<file path="config.mk">
export PLATFORM = sky130hd
export DESIGN_NAME = eth_pe_core
export DESIGN_NICKNAME = d
export VERILOG_FILES = /design/src/design/eth_sma_pkg.sv /design/src/design/eth_pe_core.sv /design/src/design/eth_sma_fifo.sv /design/src/design/eth_sma_mdc_gen.sv /design/src/design/eth_sma_pe_master.sv /design/src/design/eth_sma_shifter.sv
export VERILOG_INCLUDE_DIRS = /design/src /design/src/include
export SDC_FILE = /design/constraint.sdc
export NUM_CORES = 1
export LEC_CHECK = 0
export ABC_AREA = 1
export BUFFER_PORTS_ARGS = -buffer_cell sky130_fd_sc_hd__buf_2
export CAP_MARGIN = 20
export CORE_MARGIN = 2
export CORE_UTILIZATION = 50
export CTS_CLUSTER_SIZE = 25
export DETAILED_ROUTE_END_ITERATION = 10
export PLACE_DENSITY = 0.71
export SLEW_MARGIN = 20
export SYNTH_ARGS = -nofsm -noshare
export SYNTH_HDL_FRONTEND = slang
export SYNTH_SLANG_ARGS = --single-unit
</file>
<file path="constraint.sdc">
create_clock -name pe_clk -period 2.9 [get_ports pe_clk]
set_clock_uncertainty 0.05 [all_clocks]
set_input_delay 0.58 -clock pe_clk [delete_from_list [all_inputs] [get_ports pe_clk]]
set_output_delay 0.58 -clock pe_clk [all_outputs]
set_load 0.01 [all_outputs]
</file>
<file path="src/include/eth_sma_defines.svh">
// sma fifo depth, occupancy count width, preamble and frame length macros
`ifndef ETH_SMA_DEFINES_SVH
`define ETH_SMA_DEFINES_SVH

//==========================================================
// fifo sizing
//==========================================================

// entries per fifo, tx commands and rx read data alike
`define ETH_SMA_FIFO_DEPTH 4
// occupancy count, holds 0 up to depth
`define ETH_SMA_NUM_W 3

//==========================================================
// mdio frame layout
//==========================================================

// preamble ones ahead of the start bits
`define ETH_SMA_PRE_BITS 32
// preamble + st + op + phy + reg + ta + data
`define ETH_SMA_FRAME_BITS 64

`endif

</file>
<file path="src/design/eth_sma_pkg.sv">
// sma opcode enum, command word struct and read data type
`default_nettype none

package eth_sma_pkg;

	//==========================================================
	// clause 22 opcodes
	//==========================================================

	// only write and read are legal in clause 22
	typedef enum logic [1:0] {
		sma_op_write = 2'b01,
		sma_op_read  = 2'b10
	} sma_op_t;

	//==========================================================
	// tx fifo word
	//==========================================================

	// 23 bit command as loaded by software
	// op sits in the top two bits
	typedef struct packed {
		sma_op_t     op;
		logic [4:0]  reg_adr;
		// ignored on a read
		logic [15:0] wdata;
	} sma_cmd_t;

	//==========================================================
	// rx fifo word
	//==========================================================

	typedef logic [15:0] sma_rdata_t;

endpackage

`default_nettype wire

</file>
<file path="src/design/eth_pe_core.sv">
// protocol engine core top with sma master, mdc divider, shifter and fifos
`default_nettype none
`timescale 1ns/100ps
`include "eth_sma_defines.svh"

module eth_pe_core (
	input  wire logic                    pe_clk,
	input  wire logic                    reset,
	// command side
	input  wire logic                    cmd_we,
	input  wire eth_sma_pkg::sma_cmd_t   cmd_data,
	output logic [`ETH_SMA_NUM_W-1:0]    cmd_num,
	// read side
	input  wire logic                    rd_re,
	output eth_sma_pkg::sma_rdata_t      rd_data,
	output logic [`ETH_SMA_NUM_W-1:0]    rd_num,
	// control
	input  wire logic                    master_logic_clr,
	input  wire logic                    master_enable,
	output logic                         master_end,
	// config
	input  wire logic [7:0]              r0_clkdiv,
	input  wire logic [4:0]              r0_phyadr,
	input  wire logic [7:0]              r0_interval_bit,
	// interrupt status
	output logic                         int0_status_rx_turn_nack,
	output logic                         int0_status_master_frame_done,
	// pins
	output logic                         eth_mdc,
	output logic                         eth_mdc_oen,
	output logic                         eth_mdio_o,
	input  wire logic                    eth_mdio_i,
	output logic                         eth_mdio_oen
);

	import eth_sma_pkg::*;

	sma_cmd_t   tx_head;
	sma_rdata_t rx_fifo_data;
	logic       tx_fifo_re;
	logic       tx_empty;
	logic       rx_fifo_we;
	logic       rx_full;
	logic       load;
	logic       mdc_run;
	logic       mdc_rise;
	logic       mdc_fall;
	logic       frame_done;
	logic       nack;

	//==========================================================
	// command and read data fifos
	//==========================================================

	eth_sma_fifo #(.payload_t(sma_cmd_t)) u_tx_fifo (
		.pe_clk (pe_clk),
		.reset  (reset),
		.flush  (master_logic_clr),
		.we     (cmd_we),
		.re     (tx_fifo_re),
		.wdata  (cmd_data),
		.rdata  (tx_head),
		.num    (cmd_num),
		.full   (),
		.empty  (tx_empty)
	);

	eth_sma_fifo #(.payload_t(sma_rdata_t)) u_rx_fifo (
		.pe_clk (pe_clk),
		.reset  (reset),
		.flush  (master_logic_clr),
		.we     (rx_fifo_we),
		.re     (rd_re),
		.wdata  (rx_fifo_data),
		.rdata  (rd_data),
		.num    (rd_num),
		.full   (rx_full),
		.empty  ()
	);

	//==========================================================
	// sma master protocol engine
	//==========================================================

	eth_sma_pe_master u_eth_sma_pe_master (
		.pe_clk           (pe_clk),
		.reset            (reset),
		.logic_clr        (master_logic_clr),
		.enable           (master_enable),
		.tx_empty         (tx_empty),
		.tx_head_op       (tx_head.op),
		.rx_full          (rx_full),
		.frame_done       (frame_done),
		.nack             (nack),
		.mdc_rise         (mdc_rise),
		.interval_bit     (r0_interval_bit),
		.tx_fifo_re       (tx_fifo_re),
		.load             (load),
		.mdc_run          (mdc_run),
		.master_end       (master_end),
		.int_frame_done   (int0_status_master_frame_done),
		.int_rx_turn_nack (int0_status_rx_turn_nack)
	);

	eth_sma_mdc_gen u_eth_sma_mdc_gen (
		.pe_clk   (pe_clk),
		.reset    (reset),
		.clr      (master_logic_clr),
		.run      (mdc_run),
		.clkdiv   (r0_clkdiv),
		.mdc      (eth_mdc),
		.mdc_oen  (eth_mdc_oen),
		.mdc_rise (mdc_rise),
		.mdc_fall (mdc_fall)
	);

	eth_sma_shifter u_eth_sma_shifter (
		.pe_clk     (pe_clk),
		.reset      (reset),
		.clr        (master_logic_clr),
		.load       (load),
		.cmd        (tx_head),
		.phyadr     (r0_phyadr),
		.mdc_rise   (mdc_rise),
		.mdc_fall   (mdc_fall),
		.mdio_i     (eth_mdio_i),
		.mdio_o     (eth_mdio_o),
		.mdio_oen   (eth_mdio_oen),
		.frame_done (frame_done),
		.nack       (nack),
		.rx_we      (rx_fifo_we),
		.rx_data    (rx_fifo_data)
	);

endmodule

`default_nettype wire

</file>
<file path="src/design/eth_sma_fifo.sv">
// synchronous fifo with type parameter payload, occupancy count and flush
`default_nettype none
`timescale 1ns/100ps
`include "eth_sma_defines.svh"

module eth_sma_fifo #(
	parameter type payload_t = logic [15:0]
) (
	input  wire logic                      pe_clk,
	input  wire logic                      reset,
	input  wire logic                      flush,
	input  wire logic                      we,
	input  wire logic                      re,
	input  wire payload_t                  wdata,
	output payload_t                       rdata,
	output logic [`ETH_SMA_NUM_W-1:0]      num,
	output logic                           full,
	output logic                           empty
);

	localparam int depth = `ETH_SMA_FIFO_DEPTH;
	localparam int ptr_w = $clog2(depth);

	payload_t         mem [depth];
	logic [ptr_w-1:0] wr_ptr;
	logic [ptr_w-1:0] rd_ptr;
	logic             do_wr;
	logic             do_rd;

	// write on full and read on empty are dropped
	assign do_wr = we & ~full;
	assign do_rd = re & ~empty;

	assign full  = (num == `ETH_SMA_NUM_W'(depth));
	assign empty = (num == '0);

	// head shown without a pop
	assign rdata = mem[rd_ptr];

	// storage
	always_ff @(posedge pe_clk) begin
		if (do_wr)
			mem[wr_ptr] <= wdata;
	end

	// pointers and count
	always_ff @(posedge pe_clk) begin
		if (reset || flush) begin
			wr_ptr <= '0;
			rd_ptr <= '0;
			num    <= '0;
		end else begin
			if (do_wr)
				wr_ptr <= (wr_ptr == ptr_w'(depth - 1)) ? '0 : wr_ptr + 1'b1;
			if (do_rd)
				rd_ptr <= (rd_ptr == ptr_w'(depth - 1)) ? '0 : rd_ptr + 1'b1;
			// count moves only when exactly one side is active
			case ({do_wr, do_rd})
				2'b10:   num <= num + 1'b1;
				2'b01:   num <= num - 1'b1;
				default: num <= num;
			endcase
		end
	end

endmodule

`default_nettype wire

</file>
<file path="src/design/eth_sma_mdc_gen.sv">
// mdc clock divider with rise and fall strobes
`default_nettype none
`timescale 1ns/100ps

module eth_sma_mdc_gen (
	input  wire logic       pe_clk,
	input  wire logic       reset,
	input  wire logic       clr,
	input  wire logic       run,
	input  wire logic [7:0] clkdiv,
	output logic            mdc,
	output logic            mdc_oen,
	output logic            mdc_rise,
	output logic            mdc_fall
);

	logic [7:0] div_cnt;
	logic       active;

	// keep going after run drops until mdc is back low
	assign active = run | mdc;

	// master owns mdc, pad always driven
	assign mdc_oen = 1'b0;

	//==========================================================
	// divider
	// half period = clkdiv + 1 pe_clk cycles
	//==========================================================

	always_ff @(posedge pe_clk) begin
		if (reset || clr) begin
			div_cnt  <= '0;
			mdc      <= 1'b0;
			mdc_rise <= 1'b0;
			mdc_fall <= 1'b0;
		end else begin
			mdc_rise <= 1'b0;
			mdc_fall <= 1'b0;
			if (!active) begin
				// parked low, next start begins a full half period
				div_cnt <= '0;
			end else if (div_cnt >= clkdiv) begin
				div_cnt <= '0;
				mdc     <= ~mdc;
				// strobes line up with the first cycle of the new level
				mdc_rise <= ~mdc;
				mdc_fall <= mdc;
			end else begin
				div_cnt <= div_cnt + 8'd1;
			end
		end
	end

endmodule

`default_nettype wire

</file>
<file path="src/design/eth_sma_pe_master.sv">
// sma master fsm, enable edge detect and inter frame interval counter
`default_nettype none
`timescale 1ns/100ps

module eth_sma_pe_master (
	input  wire logic                 pe_clk,
	input  wire logic                 reset,
	input  wire logic                 logic_clr,
	input  wire logic                 enable,
	input  wire logic                 tx_empty,
	input  wire eth_sma_pkg::sma_op_t tx_head_op,
	input  wire logic                 rx_full,
	input  wire logic                 frame_done,
	input  wire logic                 nack,
	input  wire logic                 mdc_rise,
	input  wire logic [7:0]           interval_bit,
	output logic                      tx_fifo_re,
	output logic                      load,
	output logic                      mdc_run,
	output logic                      master_end,
	output logic                      int_frame_done,
	output logic                      int_rx_turn_nack
);

	import eth_sma_pkg::*;

	typedef enum logic [2:0] {
		st_idle,
		st_fetch,
		st_frame,
		st_gap,
		st_end
	} state_t;

	state_t     state;
	state_t     state_nxt;
	logic       enable_d;
	logic       enable_rise;
	logic       gap_en;
	logic       gap_last;
	logic       fetch_ok;
	logic [7:0] gap_cnt;

	//==========================================================
	// enable edge and gap control
	//==========================================================

	assign enable_rise = enable & ~enable_d;
	assign gap_en      = (interval_bit != 8'd0);

	// interval_bit + 1 rises seen, so at least interval_bit full periods
	assign gap_last = mdc_rise && (gap_cnt == interval_bit);

	// read waits in fetch while rx fifo has no room
	assign fetch_ok = (state == st_fetch) && !tx_empty &&
		!(tx_head_op == sma_op_read && rx_full);

	// pop and load share the cycle, shifter grabs the head
	assign load       = fetch_ok;
	assign tx_fifo_re = fetch_ok;

	// mdc stops in fetch, generator parks it low
	assign mdc_run    = (state == st_frame) || (state == st_gap);
	assign master_end = (state == st_end);

	// frame status straight to the interrupt block
	assign int_frame_done   = frame_done;
	assign int_rx_turn_nack = nack;

	//==========================================================
	// fsm
	//==========================================================

	always_comb begin
		state_nxt = state;
		case (state)
			st_idle:  if (enable_rise) state_nxt = st_fetch;
			st_fetch: begin
				if (tx_empty)
					state_nxt = st_end;
				else if (fetch_ok)
					state_nxt = st_frame;
			end
			st_frame: begin
				if (frame_done)
					state_nxt = gap_en ? st_gap : st_fetch;
			end
			st_gap:   if (gap_last) state_nxt = st_fetch;
			st_end:   state_nxt = st_idle;
			default:  state_nxt = st_idle;
		endcase
	end

	always_ff @(posedge pe_clk) begin
		if (reset || logic_clr) begin
			state    <= st_idle;
			enable_d <= 1'b0;
			gap_cnt  <= '0;
		end else begin
			state    <= state_nxt;
			enable_d <= enable;
			// counts mdc periods inside the gap only
			if (state != st_gap)
				gap_cnt <= '0;
			else if (mdc_rise && !gap_last)
				gap_cnt <= gap_cnt + 8'd1;
		end
	end

endmodule

`default_nettype wire

</file>
<file path="src/design/eth_sma_shifter.sv">
// mdio frame shift register, turnaround check and read data capture
`default_nettype none
`timescale 1ns/100ps
`include "eth_sma_defines.svh"

module eth_sma_shifter (
	input  wire logic                  pe_clk,
	input  wire logic                  reset,
	input  wire logic                  clr,
	input  wire logic                  load,
	input  wire eth_sma_pkg::sma_cmd_t cmd,
	input  wire logic [4:0]            phyadr,
	input  wire logic                  mdc_rise,
	input  wire logic                  mdc_fall,
	input  wire logic                  mdio_i,
	output logic                       mdio_o,
	output logic                       mdio_oen,
	output logic                       frame_done,
	output logic                       nack,
	output logic                       rx_we,
	output eth_sma_pkg::sma_rdata_t    rx_data
);

	import eth_sma_pkg::*;

	localparam int frame_msb = `ETH_SMA_FRAME_BITS - 1;
	localparam int idx_w     = $clog2(`ETH_SMA_FRAME_BITS);

	// bit positions counted from the first preamble bit
	// st 2 + op 2 + phy 5 + reg 5 ahead of turnaround
	localparam logic [idx_w-1:0] ta1_idx  = idx_w'(`ETH_SMA_PRE_BITS + 14);
	localparam logic [idx_w-1:0] ta2_idx  = idx_w'(`ETH_SMA_PRE_BITS + 15);
	localparam logic [idx_w-1:0] data_idx = idx_w'(`ETH_SMA_PRE_BITS + 16);
	localparam logic [idx_w-1:0] last_idx = idx_w'(frame_msb);

	logic [frame_msb:0] frame_vec;
	logic [frame_msb:0] next_vec;
	logic [idx_w-1:0]   bit_idx;
	logic               busy;
	logic               rose;
	logic               is_read;
	logic               nack_seen;
	logic               cmd_is_read;
	logic               sample_en;
	logic               advance;

	//==========================================================
	// outgoing frame
	//==========================================================

	assign cmd_is_read = (cmd.op == sma_op_read);

	// on a read the ta and data slots are never driven
	assign next_vec = {
		{`ETH_SMA_PRE_BITS{1'b1}},
		2'b01,
		cmd.op,
		phyadr,
		cmd.reg_adr,
		cmd_is_read ? 2'b11 : 2'b10,
		cmd_is_read ? 16'hffff : cmd.wdata
	};

	// a fall only counts once the current bit was seen by a rise
	// covers mdc still high from the previous gap at load
	assign sample_en = busy & mdc_rise & ~load;
	assign advance   = busy & mdc_fall & rose & ~load;

	// payload shift register
	always_ff @(posedge pe_clk) begin
		if (load)
			frame_vec <= next_vec;
		else if (advance)
			frame_vec <= frame_vec << 1;
	end

	// read data, msb first
	always_ff @(posedge pe_clk) begin
		if (sample_en && is_read && bit_idx >= data_idx)
			rx_data <= {rx_data[14:0], mdio_i};
	end

	//==========================================================
	// bit sequencing
	//==========================================================

	always_ff @(posedge pe_clk) begin
		if (reset || clr) begin
			busy       <= 1'b0;
			rose       <= 1'b0;
			is_read    <= 1'b0;
			nack_seen  <= 1'b0;
			bit_idx    <= '0;
			mdio_o     <= 1'b1;
			mdio_oen   <= 1'b1;
			frame_done <= 1'b0;
			nack       <= 1'b0;
			rx_we      <= 1'b0;
		end else begin
			frame_done <= 1'b0;
			nack       <= 1'b0;
			rx_we      <= 1'b0;
			if (load) begin
				busy      <= 1'b1;
				rose      <= 1'b0;
				is_read   <= cmd_is_read;
				nack_seen <= 1'b0;
				bit_idx   <= '0;
				// first preamble bit, a one like the idle level
				mdio_o    <= next_vec[frame_msb];
				mdio_oen  <= 1'b0;
			end else if (sample_en) begin
				rose <= 1'b1;
				// phy must pull low in the second ta bit
				if (is_read && bit_idx == ta2_idx)
					nack_seen <= mdio_i;
			end else if (advance) begin
				rose <= 1'b0;
				if (bit_idx == last_idx) begin
					busy       <= 1'b0;
					frame_done <= 1'b1;
					nack       <= nack_seen;
					rx_we      <= is_read & ~nack_seen;
					// back to driving idle high
					mdio_o     <= 1'b1;
					mdio_oen   <= 1'b0;
				end else begin
					bit_idx <= bit_idx + 1'b1;
					mdio_o  <= frame_vec[frame_msb-1];
					// read hands the line over from ta onward
					if (is_read && bit_idx == ta1_idx - 1'b1)
						mdio_oen <= 1'b1;
				end
			end
		end
	end

endmodule

`default_nettype wire

</file>
==> metrics <==
status finished clean; r2r endpoint u_tx_fifo.num[2]$_SDFFE_PP0P_; cell count after synthesis 1037; post-synthesis sequential area ratio 67.70%; CP Launch Type flop; H-tree lvl count 1; final period utilization 89.78%; Cell Rows 55; # hold bufs at CTS 0; post_cts resized 0; hold path depth 1; Bufs and invs on worst path 2; Avg Cell Area, Syn 11.18 µm²; max capacitance violation total 0; Clock transition at path regs 0.06 ns; final hold vios 0; Routed Antenna Nets 0; FILL cells 1857; minimum clock period 2.604 ns; CP required 2.27 ns; Largest stage delay, worst path 0.41 ns; post-DR vias/cell 5.214; largest net degree at the start of global routing 63; Worst path top cell family by delay buffers and inverters; post-CTS setup buffer count 0; global placer's final weighted congestion 0.8312; die area 24420 µm²; Total Wirelength 21.17 mm; DRT Pass-1 Iters 5; synthesized cell area 11590 µm²; # clock sinks 291; flops & latches, synth 291; Root Driver clkbuf_16; area grow syn2layout 14.58%; Synth Flop Type edfxtp_1; setup ws final 0.2965 ns; crit path kind reg2out; Min-Delay Endpoint u_eth_sma_shifter.rx_data[0]$_DFFE_PP_; EDFF count, synth 202; hpwl dp 13.22 mm; Final TNS setup 0 ns; Slew Limit Fails 0; most frequent cells in the layout edfxtp_1, nor2_1, inv_1; I/O Buffers 78; Hold/Removal Path Class in2reg; number of global-route vias before repair 7094; hold path start eth_mdio_i; P per Cell Area 669.1 nW/µm²; nets 1205; Max Clk Rate 384.1 MHz; Num CTS Buffers 29; Ports 80; RSZ-0062 raised after global routing no; internal reg-to-reg setup slack 0.52 ns; Worst Max-Slew Pin Slew 0.7255 ns; die width 156.3 µm; core footprint 22710 µm²; via count 7477; DR DRC count 0; Leak 0.005018 µW; first-pass GRT wire length 34.40 mm; RR Startpoint u_tx_fifo.num[0]$_SDFFE_PP0P_; clock latency on the worst-skew pair 0.53 ns; slowest CP cell dfxtp_1; Starting Density 51.05%; clock buffer depth 3; Worst slew margin 51.35%; crit path DAT 1.97 ns; CP cell instances inv_1 > o21ai_0 > o22ai_1 > buf_2; Distinct cells, synth 45; Final setup viols 0; Post-Place Cells 1382; Synth Net Count 1114; CP endpoint kind primary output; most common cell after layout, fill and taps aside edfxtp_1; dpl ws 0.5154 ns; Worst VDD drop 0.0004908 V; Async S/R FF share, synth 0%; number of antenna diodes 0; CP Max Fanout 16; YS warnings 0; initial antenna violation count 0; 1st-iter DRT viols 508; CTS tree built; share of cells above drive strength 1 14.97%; GRT overflow 0; R2R depth 8; Die Y-Extent 156.3 µm; gr usage total 17.43%; wire per inst 14.76 µm; fin cells 1434
final cells by class:
cell class              instances  area [µm²]  area share (%)
well taps                     285       356.6           2.685
repair buffers                 99       560.5           4.220
inverters                     120       452.9           3.410
clock buffers                  36       804.5           6.057
flip-flops and latches        291        7848           59.08
clock inverters                16       155.1           1.168
multi-input cells             587        3105           23.38
where the power goes:
part / internal [µW] / switching, µW / leakage, µW
registers: 4650 / 117 / 0.00256
clock network: 2160 / 1520 / 0.000461
logic: 205 / 227 / 0.00200
worst max-delay path by stage:
stage	startpoint	to	slack, ns	cells after the start
after global routing	flop	rd_data[0]	0.18	4
after global placement	u_tx_fifo.num[0]$_SDFFE_PP0P_	u_tx_fifo.num[2]$_SDFFE_PP0P_	0.54	8
after detailed placement	u_tx_fifo.num[2]$_SDFFE_PP0P_	u_tx_fifo.num[2]$_SDFFE_PP0P_	0.52	9
after floorplan	u_rx_fifo.num[2]$_SDFFE_PP0P_	u_eth_sma_shifter.rx_data[0]$_DFFE_PP_	0.42	7
final	flop	rd_data[0]	0.30	4
after CTS	flop	rd_data[0]	0.29	4
cells in the mapped netlist (6+ instances only):
cell	count	area share [%]
o21ai_1	13	0.56
ha_1	24	2.6
xnor2_1	7	0.53
nor2_1	155	5.0
nand2_1	104	3.4
dfxtp_1	89	15
a31oi_1	6	0.32
o22ai_1	63	3.4
o21ai_0	103	4.4
xor2_1	7	0.53
buf_2	8	0.35
edfxtp_1	202	52
nand4_1	11	0.59
clkbuf_1	22	0.71
inv_1	113	3.7
a21oi_1	31	1.3
nor3_1	12	0.52
nand3_1	18	0.78
routing by layer:
metal / wire (µm) / global-route usage [%] / share of wire, % / vias up
li1: - / - / - / 3780
met1: 9117 / 22.22 / 43 / 3503
met2: 10580 / 30.90 / 50 / 155
met3: 1042 / 2.852 / 4.9 / 39
met4: 422 / 4.762 / 2.0 / 0
met5: 0 / 0 / 0 / -
cell families after synthesis:
group / synth area share, %
buffers and inverters: 5.656
AND/OR/NAND/NOR: 11.62
other: 0.03235
flip-flops: 67.70
AO/OA/AOI/OAI: 11.00
adder cells (fa/ha/maj): 2.936
XOR/XNOR: 1.058
flip-flops by register name, summed over array words and instances (netlist names), 2 cells and up, named ones only:
| signal | cells |
|---|---|
| u_rx_fifo.wr_ptr | 2 |
| u_tx_fifo.rd_ptr | 2 |
| u_rx_fifo.num | 3 |
| u_eth_sma_pe_master.state | 3 |
| u_eth_sma_shifter.rx_data | 16 |
| u_rx_fifo.rd_ptr | 2 |
| u_tx_fifo.num | 3 |
| u_eth_sma_pe_master.gap_cnt | 8 |
| u_eth_sma_mdc_gen.div_cnt | 8 |
| u_eth_sma_shifter.bit_idx | 6 |
| u_tx_fifo.wr_ptr | 2 |
| u_tx_fifo.mem | 92 |
| u_eth_sma_shifter.frame_vec | 63 |
| u_rx_fifo.mem | 64 |
per-stage QoR:
stage / util (%) / cell area (µm²) / power [µW] / hold slack (ns)
2_1_floorplan: - / 11600 / 5142 / 0.3797
3_3_place_gp: 54.26 / 12320 / 5260 / 0.3986
3_5_place_dp: 54.26 / 12320 / 5291 / 0.4053
4_1_cts: 58.49 / 13280 / 8986 / 0.1710
5_1_grt: 58.49 / 13280 / 9219 / 0.1721
6_report: 58.49 / 13280 / 8887 / 0.1947
No activity file was read; power rests on OpenSTA's default activity.
